[src/shell_consts.svh]
`ifndef SHELL_CONSTS_SVH
`define SHELL_CONSTS_SVH

// --------------------
// Bus widths
// --------------------
`define SHELL_CTRL_ADDR_W 8
`define SHELL_CTRL_DATA_W 32
`define SHELL_MEM_ADDR_W 32
`define SHELL_MEM_DATA_W 32
`define SHELL_STATUS_W 16

// --------------------
// Control register map, byte addresses
// --------------------
`define SHELL_ADDR_ID0 8'h00
`define SHELL_ADDR_ID1 8'h04
`define SHELL_ADDR_STATUS0 8'h08
`define SHELL_ADDR_STATUS1 8'h0C
`define SHELL_ADDR_VDIP 8'h10
`define SHELL_ADDR_VLED 8'h14
`define SHELL_ADDR_SCRATCH 8'h18

// Identification words
`define SHELL_ID0 32'h0001_F00D
`define SHELL_ID1 32'h0002_CAFE

// LED value once out of reset
`define SHELL_VLED_PATTERN 16'hBEEF

`endif

[src/shell_pkg.sv]
`default_nettype none

`include "shell_consts.svh"

package shell_pkg;

  // --------------------
  // Control bus
  // --------------------
  typedef logic [`SHELL_CTRL_DATA_W-1:0] ctrl_data_t;
  typedef logic [`SHELL_CTRL_ADDR_W-1:0] ctrl_addr_t;
  typedef logic [`SHELL_CTRL_DATA_W/8-1:0] ctrl_sel_t;

  typedef struct packed {
    ctrl_addr_t addr;
    ctrl_data_t dat;
    ctrl_sel_t  sel;
    logic       we;
  } ctrl_req_t;

  // --------------------
  // Memory bus
  // --------------------
  typedef logic [`SHELL_MEM_DATA_W-1:0] mem_data_t;
  typedef logic [`SHELL_MEM_ADDR_W-1:0] mem_addr_t;
  typedef logic [`SHELL_MEM_DATA_W/8-1:0] mem_sel_t;

  typedef struct packed {
    mem_addr_t addr;
    mem_data_t dat;
    mem_sel_t  sel;
    logic      we;
  } mem_req_t;

  // DIP switches and LEDs
  typedef logic [`SHELL_STATUS_W-1:0] status_word_t;

endpackage

`default_nettype wire

[src/status_leds.sv]
`timescale 1ns/1ps
`default_nettype none

`include "shell_consts.svh"

module status_leds import shell_pkg::*; (
  input  wire logic         clk_main_a0,
  input  wire logic         rst_main_n_sync,
  input  wire status_word_t vdip_i,
  output status_word_t      vdip_sync_o,
  output status_word_t      vled_o
);

  status_word_t vdip_q;
  status_word_t vled_q;

  // --------------------
  // DIP switch synchronizer
  // --------------------
  always_ff @(posedge clk_main_a0) begin
    if (!rst_main_n_sync) begin
      vdip_q      <= '0;
      vdip_sync_o <= '0;
    end else begin
      vdip_q      <= vdip_i;
      vdip_sync_o <= vdip_q;
    end
  end

  // --------------------
  // Virtual LEDs
  // --------------------
  // Pattern register, then output flop
  always_ff @(posedge clk_main_a0) begin
    if (!rst_main_n_sync) begin
      vled_q <= '0;
      vled_o <= '0;
    end else begin
      vled_q <= `SHELL_VLED_PATTERN;
      vled_o <= vled_q;
    end
  end

endmodule

`default_nettype wire

[src/wb_reg_slice.sv]
`timescale 1ns/1ps
`default_nettype none

module wb_reg_slice #(
  parameter type req_t  = logic,
  parameter type data_t = logic
) (
  input  wire logic clk_main_a0,
  input  wire logic rst_main_n_sync,

  // Upstream, slave side
  input  wire logic s_cyc_i,
  input  wire logic s_stb_i,
  input  wire req_t s_req_i,
  output logic      s_ack_o,
  output data_t     s_dat_o,

  // Downstream, master side
  output logic      m_cyc_o,
  output logic      m_stb_o,
  output req_t      m_req_o,
  input  wire logic m_ack_i,
  input  wire data_t m_dat_i
);

  typedef enum logic [1:0] {
    ST_IDLE   = 2'd0,
    ST_ISSUED = 2'd1,
    ST_ACKING = 2'd2
  } slice_state_t;

  slice_state_t state_q;

  // --------------------
  // Controller
  // --------------------
  always_ff @(posedge clk_main_a0) begin
    if (!rst_main_n_sync) begin
      state_q <= ST_IDLE;
    end else begin
      case (state_q)
        ST_IDLE: begin
          if (s_cyc_i && s_stb_i) begin
            state_q <= ST_ISSUED;
          end
        end
        ST_ISSUED: begin
          if (m_ack_i) begin
            state_q <= ST_ACKING;
          end
        end
        // Upstream stb still high here belongs to the finished cycle
        ST_ACKING: state_q <= ST_IDLE;
        default:   state_q <= ST_IDLE;
      endcase
    end
  end

  // Request and read data holding registers
  always_ff @(posedge clk_main_a0) begin
    if (state_q == ST_IDLE && s_cyc_i && s_stb_i) begin
      m_req_o <= s_req_i;
    end
    if (state_q == ST_ISSUED && m_ack_i) begin
      s_dat_o <= m_dat_i;
    end
  end

  assign m_cyc_o = (state_q == ST_ISSUED);
  assign m_stb_o = (state_q == ST_ISSUED);
  assign s_ack_o = (state_q == ST_ACKING);

endmodule

`default_nettype wire

[src/ctrl_regs.sv]
`timescale 1ns/1ps
`default_nettype none

`include "shell_consts.svh"

module ctrl_regs import shell_pkg::*; (
  input  wire logic         clk_main_a0,
  input  wire logic         rst_main_n_sync,
  input  wire logic         cyc_i,
  input  wire logic         stb_i,
  input  wire ctrl_req_t    req_i,
  output logic              ack_o,
  output ctrl_data_t        dat_o,
  input  wire status_word_t vdip_i,
  input  wire status_word_t vled_i
);

  ctrl_data_t scratch_q;
  ctrl_data_t rd_data;
  logic       access;

  // New access only, the held stb during ack is the same cycle
  assign access = cyc_i && stb_i && !ack_o;

  // --------------------
  // Read mux
  // --------------------
  always_comb begin
    case (req_i.addr)
      `SHELL_ADDR_ID0:     rd_data = `SHELL_ID0;
      `SHELL_ADDR_ID1:     rd_data = `SHELL_ID1;
      `SHELL_ADDR_STATUS0: rd_data = '0;
      `SHELL_ADDR_STATUS1: rd_data = '0;
      `SHELL_ADDR_VDIP:    rd_data = ctrl_data_t'(vdip_i);
      `SHELL_ADDR_VLED:    rd_data = ctrl_data_t'(vled_i);
      `SHELL_ADDR_SCRATCH: rd_data = scratch_q;
      default:             rd_data = '0;
    endcase
  end

  // --------------------
  // Ack and scratch register
  // --------------------
  always_ff @(posedge clk_main_a0) begin
    if (!rst_main_n_sync) begin
      ack_o     <= 1'b0;
      scratch_q <= '0;
    end else begin
      ack_o <= access;
      // Byte-masked write, other addresses are read only
      if (access && req_i.we && req_i.addr == `SHELL_ADDR_SCRATCH) begin
        for (int b = 0; b < $bits(ctrl_sel_t); b++) begin
          if (req_i.sel[b]) begin
            scratch_q[b*8 +: 8] <= req_i.dat[b*8 +: 8];
          end
        end
      end
    end
  end

  // Read data lines up with the ack
  always_ff @(posedge clk_main_a0) begin
    if (access) begin
      dat_o <= rd_data;
    end
  end

endmodule

`default_nettype wire

[src/mem_arbiter.sv]
`timescale 1ns/1ps
`default_nettype none

module mem_arbiter import shell_pkg::*; (
  input  wire logic      clk_main_a0,
  input  wire logic      rst_main_n_sync,

  // DMA master
  input  wire logic      dma_cyc_i,
  input  wire logic      dma_stb_i,
  input  wire mem_req_t  dma_req_i,
  output logic           dma_ack_o,
  output mem_data_t      dma_dat_o,

  // Compute core master
  input  wire logic      core_cyc_i,
  input  wire logic      core_stb_i,
  input  wire mem_req_t  core_req_i,
  output logic           core_ack_o,
  output mem_data_t      core_dat_o,

  // Shared downstream port
  output logic           m_cyc_o,
  output logic           m_stb_o,
  output mem_req_t       m_req_o,
  input  wire logic      m_ack_i,
  input  wire mem_data_t m_dat_i
);

  logic dma_req;
  logic core_req;
  logic pick_core;
  logic gnt_valid_q;
  // Current owner while granted, last winner while idle
  logic owner_core_q;

  assign dma_req  = dma_cyc_i && dma_stb_i;
  assign core_req = core_cyc_i && core_stb_i;

  // On a tie the loser of the previous round goes first
  assign pick_core = core_req && (!dma_req || !owner_core_q);

  // --------------------
  // Grant register
  // --------------------
  always_ff @(posedge clk_main_a0) begin
    if (!rst_main_n_sync) begin
      gnt_valid_q  <= 1'b0;
      owner_core_q <= 1'b1;
    end else if (gnt_valid_q) begin
      if (m_ack_i) begin
        gnt_valid_q <= 1'b0;
      end
    end else if (dma_req || core_req) begin
      gnt_valid_q  <= 1'b1;
      owner_core_q <= pick_core;
    end
  end

  // --------------------
  // Request path
  // --------------------
  assign m_cyc_o = gnt_valid_q && (owner_core_q ? core_cyc_i : dma_cyc_i);
  assign m_stb_o = gnt_valid_q && (owner_core_q ? core_stb_i : dma_stb_i);
  assign m_req_o = owner_core_q ? core_req_i : dma_req_i;

  // Response only to the owner
  assign dma_ack_o  = gnt_valid_q && !owner_core_q && m_ack_i;
  assign core_ack_o = gnt_valid_q && owner_core_q && m_ack_i;
  assign dma_dat_o  = (gnt_valid_q && !owner_core_q) ? m_dat_i : '0;
  assign core_dat_o = (gnt_valid_q && owner_core_q) ? m_dat_i : '0;

endmodule

`default_nettype wire

[src/shell_top.sv]
`timescale 1ns/1ps
`default_nettype none

module shell_top import shell_pkg::*; (
  input  wire logic         clk_main_a0,
  input  wire logic         rst_main_n_sync,

  // Control bus
  input  wire logic         ctrl_cyc_i,
  input  wire logic         ctrl_stb_i,
  input  wire ctrl_req_t    ctrl_req_i,
  output logic              ctrl_ack_o,
  output ctrl_data_t        ctrl_dat_o,

  // DMA master
  input  wire logic         dma_cyc_i,
  input  wire logic         dma_stb_i,
  input  wire mem_req_t     dma_req_i,
  output logic              dma_ack_o,
  output mem_data_t         dma_dat_o,

  // Compute core master
  input  wire logic         core_cyc_i,
  input  wire logic         core_stb_i,
  input  wire mem_req_t     core_req_i,
  output logic              core_ack_o,
  output mem_data_t         core_dat_o,

  // External memory
  output logic              mem_cyc_o,
  output logic              mem_stb_o,
  output mem_req_t          mem_req_o,
  input  wire logic         mem_ack_i,
  input  wire mem_data_t    mem_dat_i,

  // Status
  input  wire status_word_t vdip_i,
  output status_word_t      vled_o
);

  status_word_t vdip_sync;
  status_word_t vled;

  logic       regs_cyc;
  logic       regs_stb;
  ctrl_req_t  regs_req;
  logic       regs_ack;
  ctrl_data_t regs_dat;

  logic       arb_cyc;
  logic       arb_stb;
  mem_req_t   arb_req;
  logic       arb_ack;
  mem_data_t  arb_dat;

  // --------------------
  // Status path
  // --------------------
  status_leds u_status_leds (
    .clk_main_a0     (clk_main_a0),
    .rst_main_n_sync (rst_main_n_sync),
    .vdip_i          (vdip_i),
    .vdip_sync_o     (vdip_sync),
    .vled_o          (vled)
  );

  assign vled_o = vled;

  // --------------------
  // Control path
  // --------------------
  wb_reg_slice #(
    .req_t  (ctrl_req_t),
    .data_t (ctrl_data_t)
  ) ctrl_slice (
    .clk_main_a0     (clk_main_a0),
    .rst_main_n_sync (rst_main_n_sync),
    .s_cyc_i         (ctrl_cyc_i),
    .s_stb_i         (ctrl_stb_i),
    .s_req_i         (ctrl_req_i),
    .s_ack_o         (ctrl_ack_o),
    .s_dat_o         (ctrl_dat_o),
    .m_cyc_o         (regs_cyc),
    .m_stb_o         (regs_stb),
    .m_req_o         (regs_req),
    .m_ack_i         (regs_ack),
    .m_dat_i         (regs_dat)
  );

  ctrl_regs u_ctrl_regs (
    .clk_main_a0     (clk_main_a0),
    .rst_main_n_sync (rst_main_n_sync),
    .cyc_i           (regs_cyc),
    .stb_i           (regs_stb),
    .req_i           (regs_req),
    .ack_o           (regs_ack),
    .dat_o           (regs_dat),
    .vdip_i          (vdip_sync),
    .vled_i          (vled)
  );

  // --------------------
  // Memory path
  // --------------------
  mem_arbiter u_mem_arbiter (
    .clk_main_a0     (clk_main_a0),
    .rst_main_n_sync (rst_main_n_sync),
    .dma_cyc_i       (dma_cyc_i),
    .dma_stb_i       (dma_stb_i),
    .dma_req_i       (dma_req_i),
    .dma_ack_o       (dma_ack_o),
    .dma_dat_o       (dma_dat_o),
    .core_cyc_i      (core_cyc_i),
    .core_stb_i      (core_stb_i),
    .core_req_i      (core_req_i),
    .core_ack_o      (core_ack_o),
    .core_dat_o      (core_dat_o),
    .m_cyc_o         (arb_cyc),
    .m_stb_o         (arb_stb),
    .m_req_o         (arb_req),
    .m_ack_i         (arb_ack),
    .m_dat_i         (arb_dat)
  );

  wb_reg_slice #(
    .req_t  (mem_req_t),
    .data_t (mem_data_t)
  ) mem_slice (
    .clk_main_a0     (clk_main_a0),
    .rst_main_n_sync (rst_main_n_sync),
    .s_cyc_i         (arb_cyc),
    .s_stb_i         (arb_stb),
    .s_req_i         (arb_req),
    .s_ack_o         (arb_ack),
    .s_dat_o         (arb_dat),
    .m_cyc_o         (mem_cyc_o),
    .m_stb_o         (mem_stb_o),
    .m_req_o         (mem_req_o),
    .m_ack_i         (mem_ack_i),
    .m_dat_i         (mem_dat_i)
  );

endmodule

`default_nettype wire

[config.mk]
export PLATFORM = sky130hd
export DESIGN_NAME = shell_top
export DESIGN_NICKNAME = d
export VERILOG_FILES = /design/src/shell_pkg.sv /design/src/status_leds.sv /design/src/wb_reg_slice.sv /design/src/ctrl_regs.sv /design/src/mem_arbiter.sv /design/src/shell_top.sv
export VERILOG_INCLUDE_DIRS = /design/src /design/src/src
export SDC_FILE = /design/constraint.sdc
export NUM_CORES = 1
export LEC_CHECK = 0
export BUFFER_PORTS_ARGS = -buffer_cell sky130_fd_sc_hd__buf_2
export CAP_MARGIN = 10
export CORE_AREA = 3 3 164 166
export DETAILED_ROUTE_END_ITERATION = 12
export DIE_AREA = 0 0 167 169
export PLACE_DENSITY = 0.82
export REMOVE_ABC_BUFFERS = 1
export SYNTH_ARGS = -nofsm -noshare
export SYNTH_HDL_FRONTEND = slang
export SYNTH_SLANG_ARGS = --single-unit
[constraint.sdc]
create_clock -name clk_main_a0 -period 15 [get_ports clk_main_a0]
set_input_delay 0.75 -clock clk_main_a0 [delete_from_list [all_inputs] [get_ports clk_main_a0]]
set_output_delay 0.75 -clock clk_main_a0 [all_outputs]
set_load 0.02 [all_outputs]
## Yosys cells after proc, flatten, opt, wreduce, memory -nomap -nowiden

Cells that the tools add are included.

- Output and inout bits: 186
- Input bits: 240
- Word-level logic and storage cells: 88
- Register bits after elaboration: 313

- Reductions and logical operators: 35
- Equality and inequality tests: 12
- Bitwise operators: 1
- Multiplexer cells: 16

Operator list:

| kind | count |
|---|---|
| one-hot mux 32 bit (5 select lines) | 1 |
| two-way mux 69 bit | 1 |
| two-way mux 32 bit | 2 |
| == test 8 x 5 -> 1 bit, second input constant | 3 |
| logical AND 1 bit | 20 |
| two-way mux 16 bit | 1 |
| AND reduction 2 bit | 7 |
| == test 8 x 3 -> 1 bit, second input constant | 1 |
| logical NOT 8 bit | 1 |
| two-way mux 2 bit | 4 |
| one-hot mux 2 bit (2 select lines) | 2 |
| inequality test 2 x 1 -> 1 bit, second input constant | 3 |
| two-way mux 1 bit | 5 |
| == test 2 x 1 -> 1 bit, second input constant | 2 |
| == test 2 bit, second input constant | 2 |
| logical NOT 2 bit | 2 |
| logical NOT 1 bit | 3 |
| logical OR 1 bit | 2 |
| inequality test 2 bit, second input constant | 1 |
| NOT 1 bit | 1 |

## Longest topological paths before layout

- Word-level depth: 5
- Mapped depth: 5
- Mapped depth without buffers: 3

## Modules after synthesis

From an unflattened synthesis, not the netlist that was laid out.

- Cell total of the unflattened synthesis: 687
- Area total of the unflattened synthesis: 11033.1 um^2

Modules (own cells, without submodules):

| module | area each (um^2) | instances | cells an instance | seq. area each (um^2) |
|---|---|---|---|---|
| wb_reg_slice (mem_slice) | 3146.8 | 1 | 114 | 3072.9 |
| ctrl_regs | 2905.3 | 1 | 230 | 1621.6 |
| wb_reg_slice (ctrl_slice) | 2426.1 | 1 | 90 | 2352.3 |
| mem_arbiter | 1495.2 | 1 | 167 | 40.0 |
| status_leds | 1059.8 | 1 | 86 | 680.7 |

## Least setup slack after synthesis

Ideal clock, no wire load.

- Path type: input-to-reg
- Start: input dma_cyc_i
- End: register mem_slice.state_q[0]
- Stages on the path: 3
- Required time: 14.893 ns
- Buffers on the path: 0
- Data arrival time: 12.488 ns
- Path slack: 2.405 ns
- Setup time: 0.107 ns
- Path through: nand3b_1 a2111oi_0 o21a_1

- Cells in the longest elaborated chain, start to end: 5

Ends and longest elaborated chain:

| item | RTL line | text |
|---|---|---|
| from (decl) | shell_top.sv:16 | `input wire logic dma_cyc_i,` |
| two-way mux 1 bit | mem_arbiter.sv:63 | `assign m_cyc_o = gnt_valid_q && (owner_core_q ? core_cyc_i : dma_cyc_i);` |
| logical AND 1 bit | mem_arbiter.sv:63 |  |
| logical AND 1 bit | wb_reg_slice.sv:43 | `if (s_cyc_i && s_stb_i) begin` |
| inequality test 2 x 1 -> 1 bit (no line) | - |  |
| AND reduction 2 bit (no line) | - |  |
| to (signal assigned) | wb_reg_slice.sv:44 | `state_q <= ST_ISSUED;` |
| to (signal assigned) | wb_reg_slice.sv:49 | `state_q <= ST_ACKING;` |
| to (signal assigned) | wb_reg_slice.sv:53 | `ST_ACKING: state_q <= ST_IDLE;` |
| to (decl) | wb_reg_slice.sv:32 | `slice_state_t state_q;` |

No other way between the ends.
A chain may end at the register's enable or synchronous reset.

## Worst setup path in the final report

- Start: register u_mem_arbiter.gnt_valid_q
- End: output dma_dat_o[22]

- Cells in the longest elaborated chain, start to end: 2

Ends and longest elaborated chain:

| item | RTL line | text |
|---|---|---|
| from (decl) | mem_arbiter.sv:33 | `logic gnt_valid_q;` |
| from (signal assigned) | mem_arbiter.sv:48 | `gnt_valid_q <= 1'b0;` |
| from (signal assigned) | mem_arbiter.sv:52 | `gnt_valid_q <= 1'b0;` |
| from (signal assigned) | mem_arbiter.sv:55 | `gnt_valid_q <= 1'b1;` |
| logical AND 1 bit | mem_arbiter.sv:70 | `assign dma_dat_o = (gnt_valid_q && !owner_core_q) ? m_dat_i : '0;` |
| two-way mux 32 bit | mem_arbiter.sv:70 |  |
| to (decl) | shell_top.sv:20 | `output mem_data_t dma_dat_o,` |

No other way between the ends.

==> impl_metrics.tcl <==
set metrics [dict create \
    cts_resized 0 \
    setup_viol 0 \
    antenna_found_initial 2 \
    ant_nets 0 \
    clock_skew_ns 0.01226 \
    cp_slowest_stage_delay_ns 0.96 \
    hp-start "ctrl_req_i[29]" \
    syn2layout_area_growth_pct 31.04 \
    synth-main-ff-cell "edfxtp_1" \
    rsz0062_at_grt "no" \
    fin_crit_ns 3.267 \
    synth_area_leaders "edfxtp_1, dfxtp_1, mux2_2" \
    pwr-share-clk_pct 41.5 \
    status "finished clean" \
    r2r_slack_ns 11.86 \
    startpoint_type "flip-flop" \
    cts_buffer_depth 3 \
    routed-via-count 6990 \
    p_sw_share_pct 20.96 \
    totalWireLength_mm 27.82 \
    nets 1340 \
    drc 0 \
    crit_buf_inv 3 \
    tightest_slew_ns 1.029 \
    switchingPower_w 0.0003576 \
    worstReg2RegStart "u_mem_arbiter.gnt_valid_q" \
    row_count 59 \
    most-common-layout-cells "buf_2, edfxtp_1, and2_1" \
    power.density_mw_per_mm2 121.9 \
    first_iter_violations 474 \
    synth_edf_count 210 \
    ys_seq_elements 283 \
    die_h_um 169 \
    layout_commonest_cell "buf_2" \
    async_flop_share_pct 0 \
    met3_usage_pct 4.437 \
    min_path_type "input port to flip-flop" \
    fin_cells 1457 \
    core_mm2 0.02576 \
    ios 426 \
    grt_max_degree 106 \
    ys_types 42 \
    ys.warnings.count 0 \
    arrival_ns 2.52 \
    reg2reg_to "mem_slice.m_req_o[53]" \
    grt_pass1_wl_mm 40.64 \
    post_drt_wl_per_cell_um 19.10 \
    cts_setup_buffers 0 \
    hold_end "ctrl_slice.m_req_o[29]" \
    finalCritPeriodShare_pct 21.78 \
    crit_slowest_cell "dfxtp_1" \
    h-tree-depth 1 \
    max_freq_ghz 0.3061 \
    max-cap-violations 0 \
    combPwrFrac_pct 7.2 \
    post-route-util_pct 54.33 \
    dr.pass1.iters 4 \
    crit_chain "inv_1, nor2_1, buf_4, and2_1, buf_2" \
    required_ns 14.25 \
    p_leak_nw 5.931 \
    grt_pass1_vias 7014 \
    cts.sinks 283 \
    cp_max_fo 36 \
    die_x_um 167 \
    power_frac_seq_pct 51.3 \
    grt_use_met2_pct 33.30 \
    finalMaxSlewViolations 0 \
    synth_area_mm2 0.01068 \
    start_util_pct 41.46 \
    dpl-instance-area_mm2 0.01303 \
    numCtsBuffers 29 \
    timing.hold.ws_ns 0.3985 \
    crit_type "flip-flop to primary output" \
    die_area_mm2 0.02822 \
    holdPathStages 1 \
    portBuffers 422 \
    ys_seq_area_share_pct 72.71 \
    slew_headroom_pct 31.39 \
    p_int_w 0.001348 \
    fin_area_mm2 0.01400 \
    busiest_layer "met2" \
    fin_setup_tns_ns 0 \
    ir_worst_vdd_v 0.00009359 \
    root_buffer "clkbuf_16" \
    syn_area_per_cell_um2 15.46 \
    grt_util_met1_pct 21.87 \
    viasPerCell 4.798 \
    dp_hpwl_mm 20.52 \
    reg2regPathDepth 3 \
    holdBufCountCts 0 \
    grt.overflow.total 0 \
    synth_top_area_cell "edfxtp_1" \
    gp_congestion 0.8764 \
    dpl.cell_count 1404 \
    hold_violations 0 \
    end_kind "primary output" \
    cts_tree "built" \
    synth_top_area_share_pct 59.03 \
    drive_gt1_share_pct 49.60 \
    crit_family "flip-flops" \
    track_usage_pct 18.64 \
    syn_inst 691 \
    clk_latency_ns 0.52 \
    clkTransAtPathRegs_ns 0.06 \
]
==> synthesized netlist by cell type, drive strengths merged (3+ instances only) <==
cell type  instances
and3              33
nor2b              5
nor3               5
nand2             72
dfxtp             73
nor4               6
mux2i             33
clkbuf            33
buf               22
a221o             13
edfxtp           210
inv                4
a22o               3
and2              82
mux2              69
==> state kept, by name, indices dropped and copies added, names as in the netlist, 2 cells and up <==
signal	cells
ctrl_slice.m_req_o	45
ctrl_slice.s_dat_o	32
ctrl_slice.state_q	2
mem_slice.m_req_o	69
mem_slice.s_dat_o	32
mem_slice.state_q	2
u_ctrl_regs.dat_o	32
u_ctrl_regs.scratch_q	32
u_status_leds.vdip_q	16
u_status_leds.vdip_sync_o	16
==> power groups by stage <==
stage               Sequential [W]  Clock [W]  Combinational [W]
finish                    0.000875   0.000708           0.000123
CTS                       0.000875   0.000728           0.000124
detailed placement        0.000892          0           0.000123
floorplan                 0.000906          0          0.0000484
global placement          0.000891          0           0.000120
global route              0.000877   0.000764           0.000133
==> how the worst max path moves through the flow <==
stage                                          start                     to  slack (ns)  depth (start not counted)
final                      u_mem_arbiter.gnt_valid_q          dma_dat_o[22]       11.73                          5
after global routing       u_mem_arbiter.gnt_valid_q           dma_dat_o[6]       11.56                          5
after CTS                  u_mem_arbiter.gnt_valid_q          dma_dat_o[23]       11.80                          5
after detailed placement   u_mem_arbiter.gnt_valid_q   mem_slice.m_req_o[5]       11.94                          3
after global placement                     dma_cyc_i  mem_slice.m_req_o[15]       12.14                          4
after floorplan           u_mem_arbiter.owner_core_q   mem_slice.state_q[0]        0.95                          3
==> per-layer routing <==
metal,vias to the layer above,wire (um)
met2,314,14230
met1,3303,10460
met5,-,11
li1,3311,-
met3,60,2098
met4,2,1019
==> stage by stage <==
step | power [W] | setup WS (ns)
detailed placement | 0.001015 | 11.94
global placement | 0.001011 | 12.14
floorplan | 0.0009541 | 0.9464
global route | 0.001773 | 11.56
CTS | 0.001727 | 11.80
finish | 0.001706 | 11.73
==> kinds of logic after synthesis <==
group,synth area share [%]
buffers and inverters,2.776
other,0.03510
AOI/OAI and AO/OA,2.354
and+or+nand+nor,11.76
muxes,10.37
DFF,72.71
==> final cells by class <==
| type | instances | area, um^2 |
|---|---|---|
| Fill cell | 2091 | 11770 |
| Sequential cell | 283 | 7771 |
| Multi-Input combinational cell | 351 | 2644 |
| Timing Repair Buffer | 431 | 2180 |
| Clock buffer | 48 | 942.2 |
| Tap cell | 335 | 419.2 |
| Clock inverter | 4 | 25.02 |
| Inverter | 4 | 15.01 |
| Antenna cell | 1 | 2.502 |
Note: power is estimated with default switching activity, not from simulation.
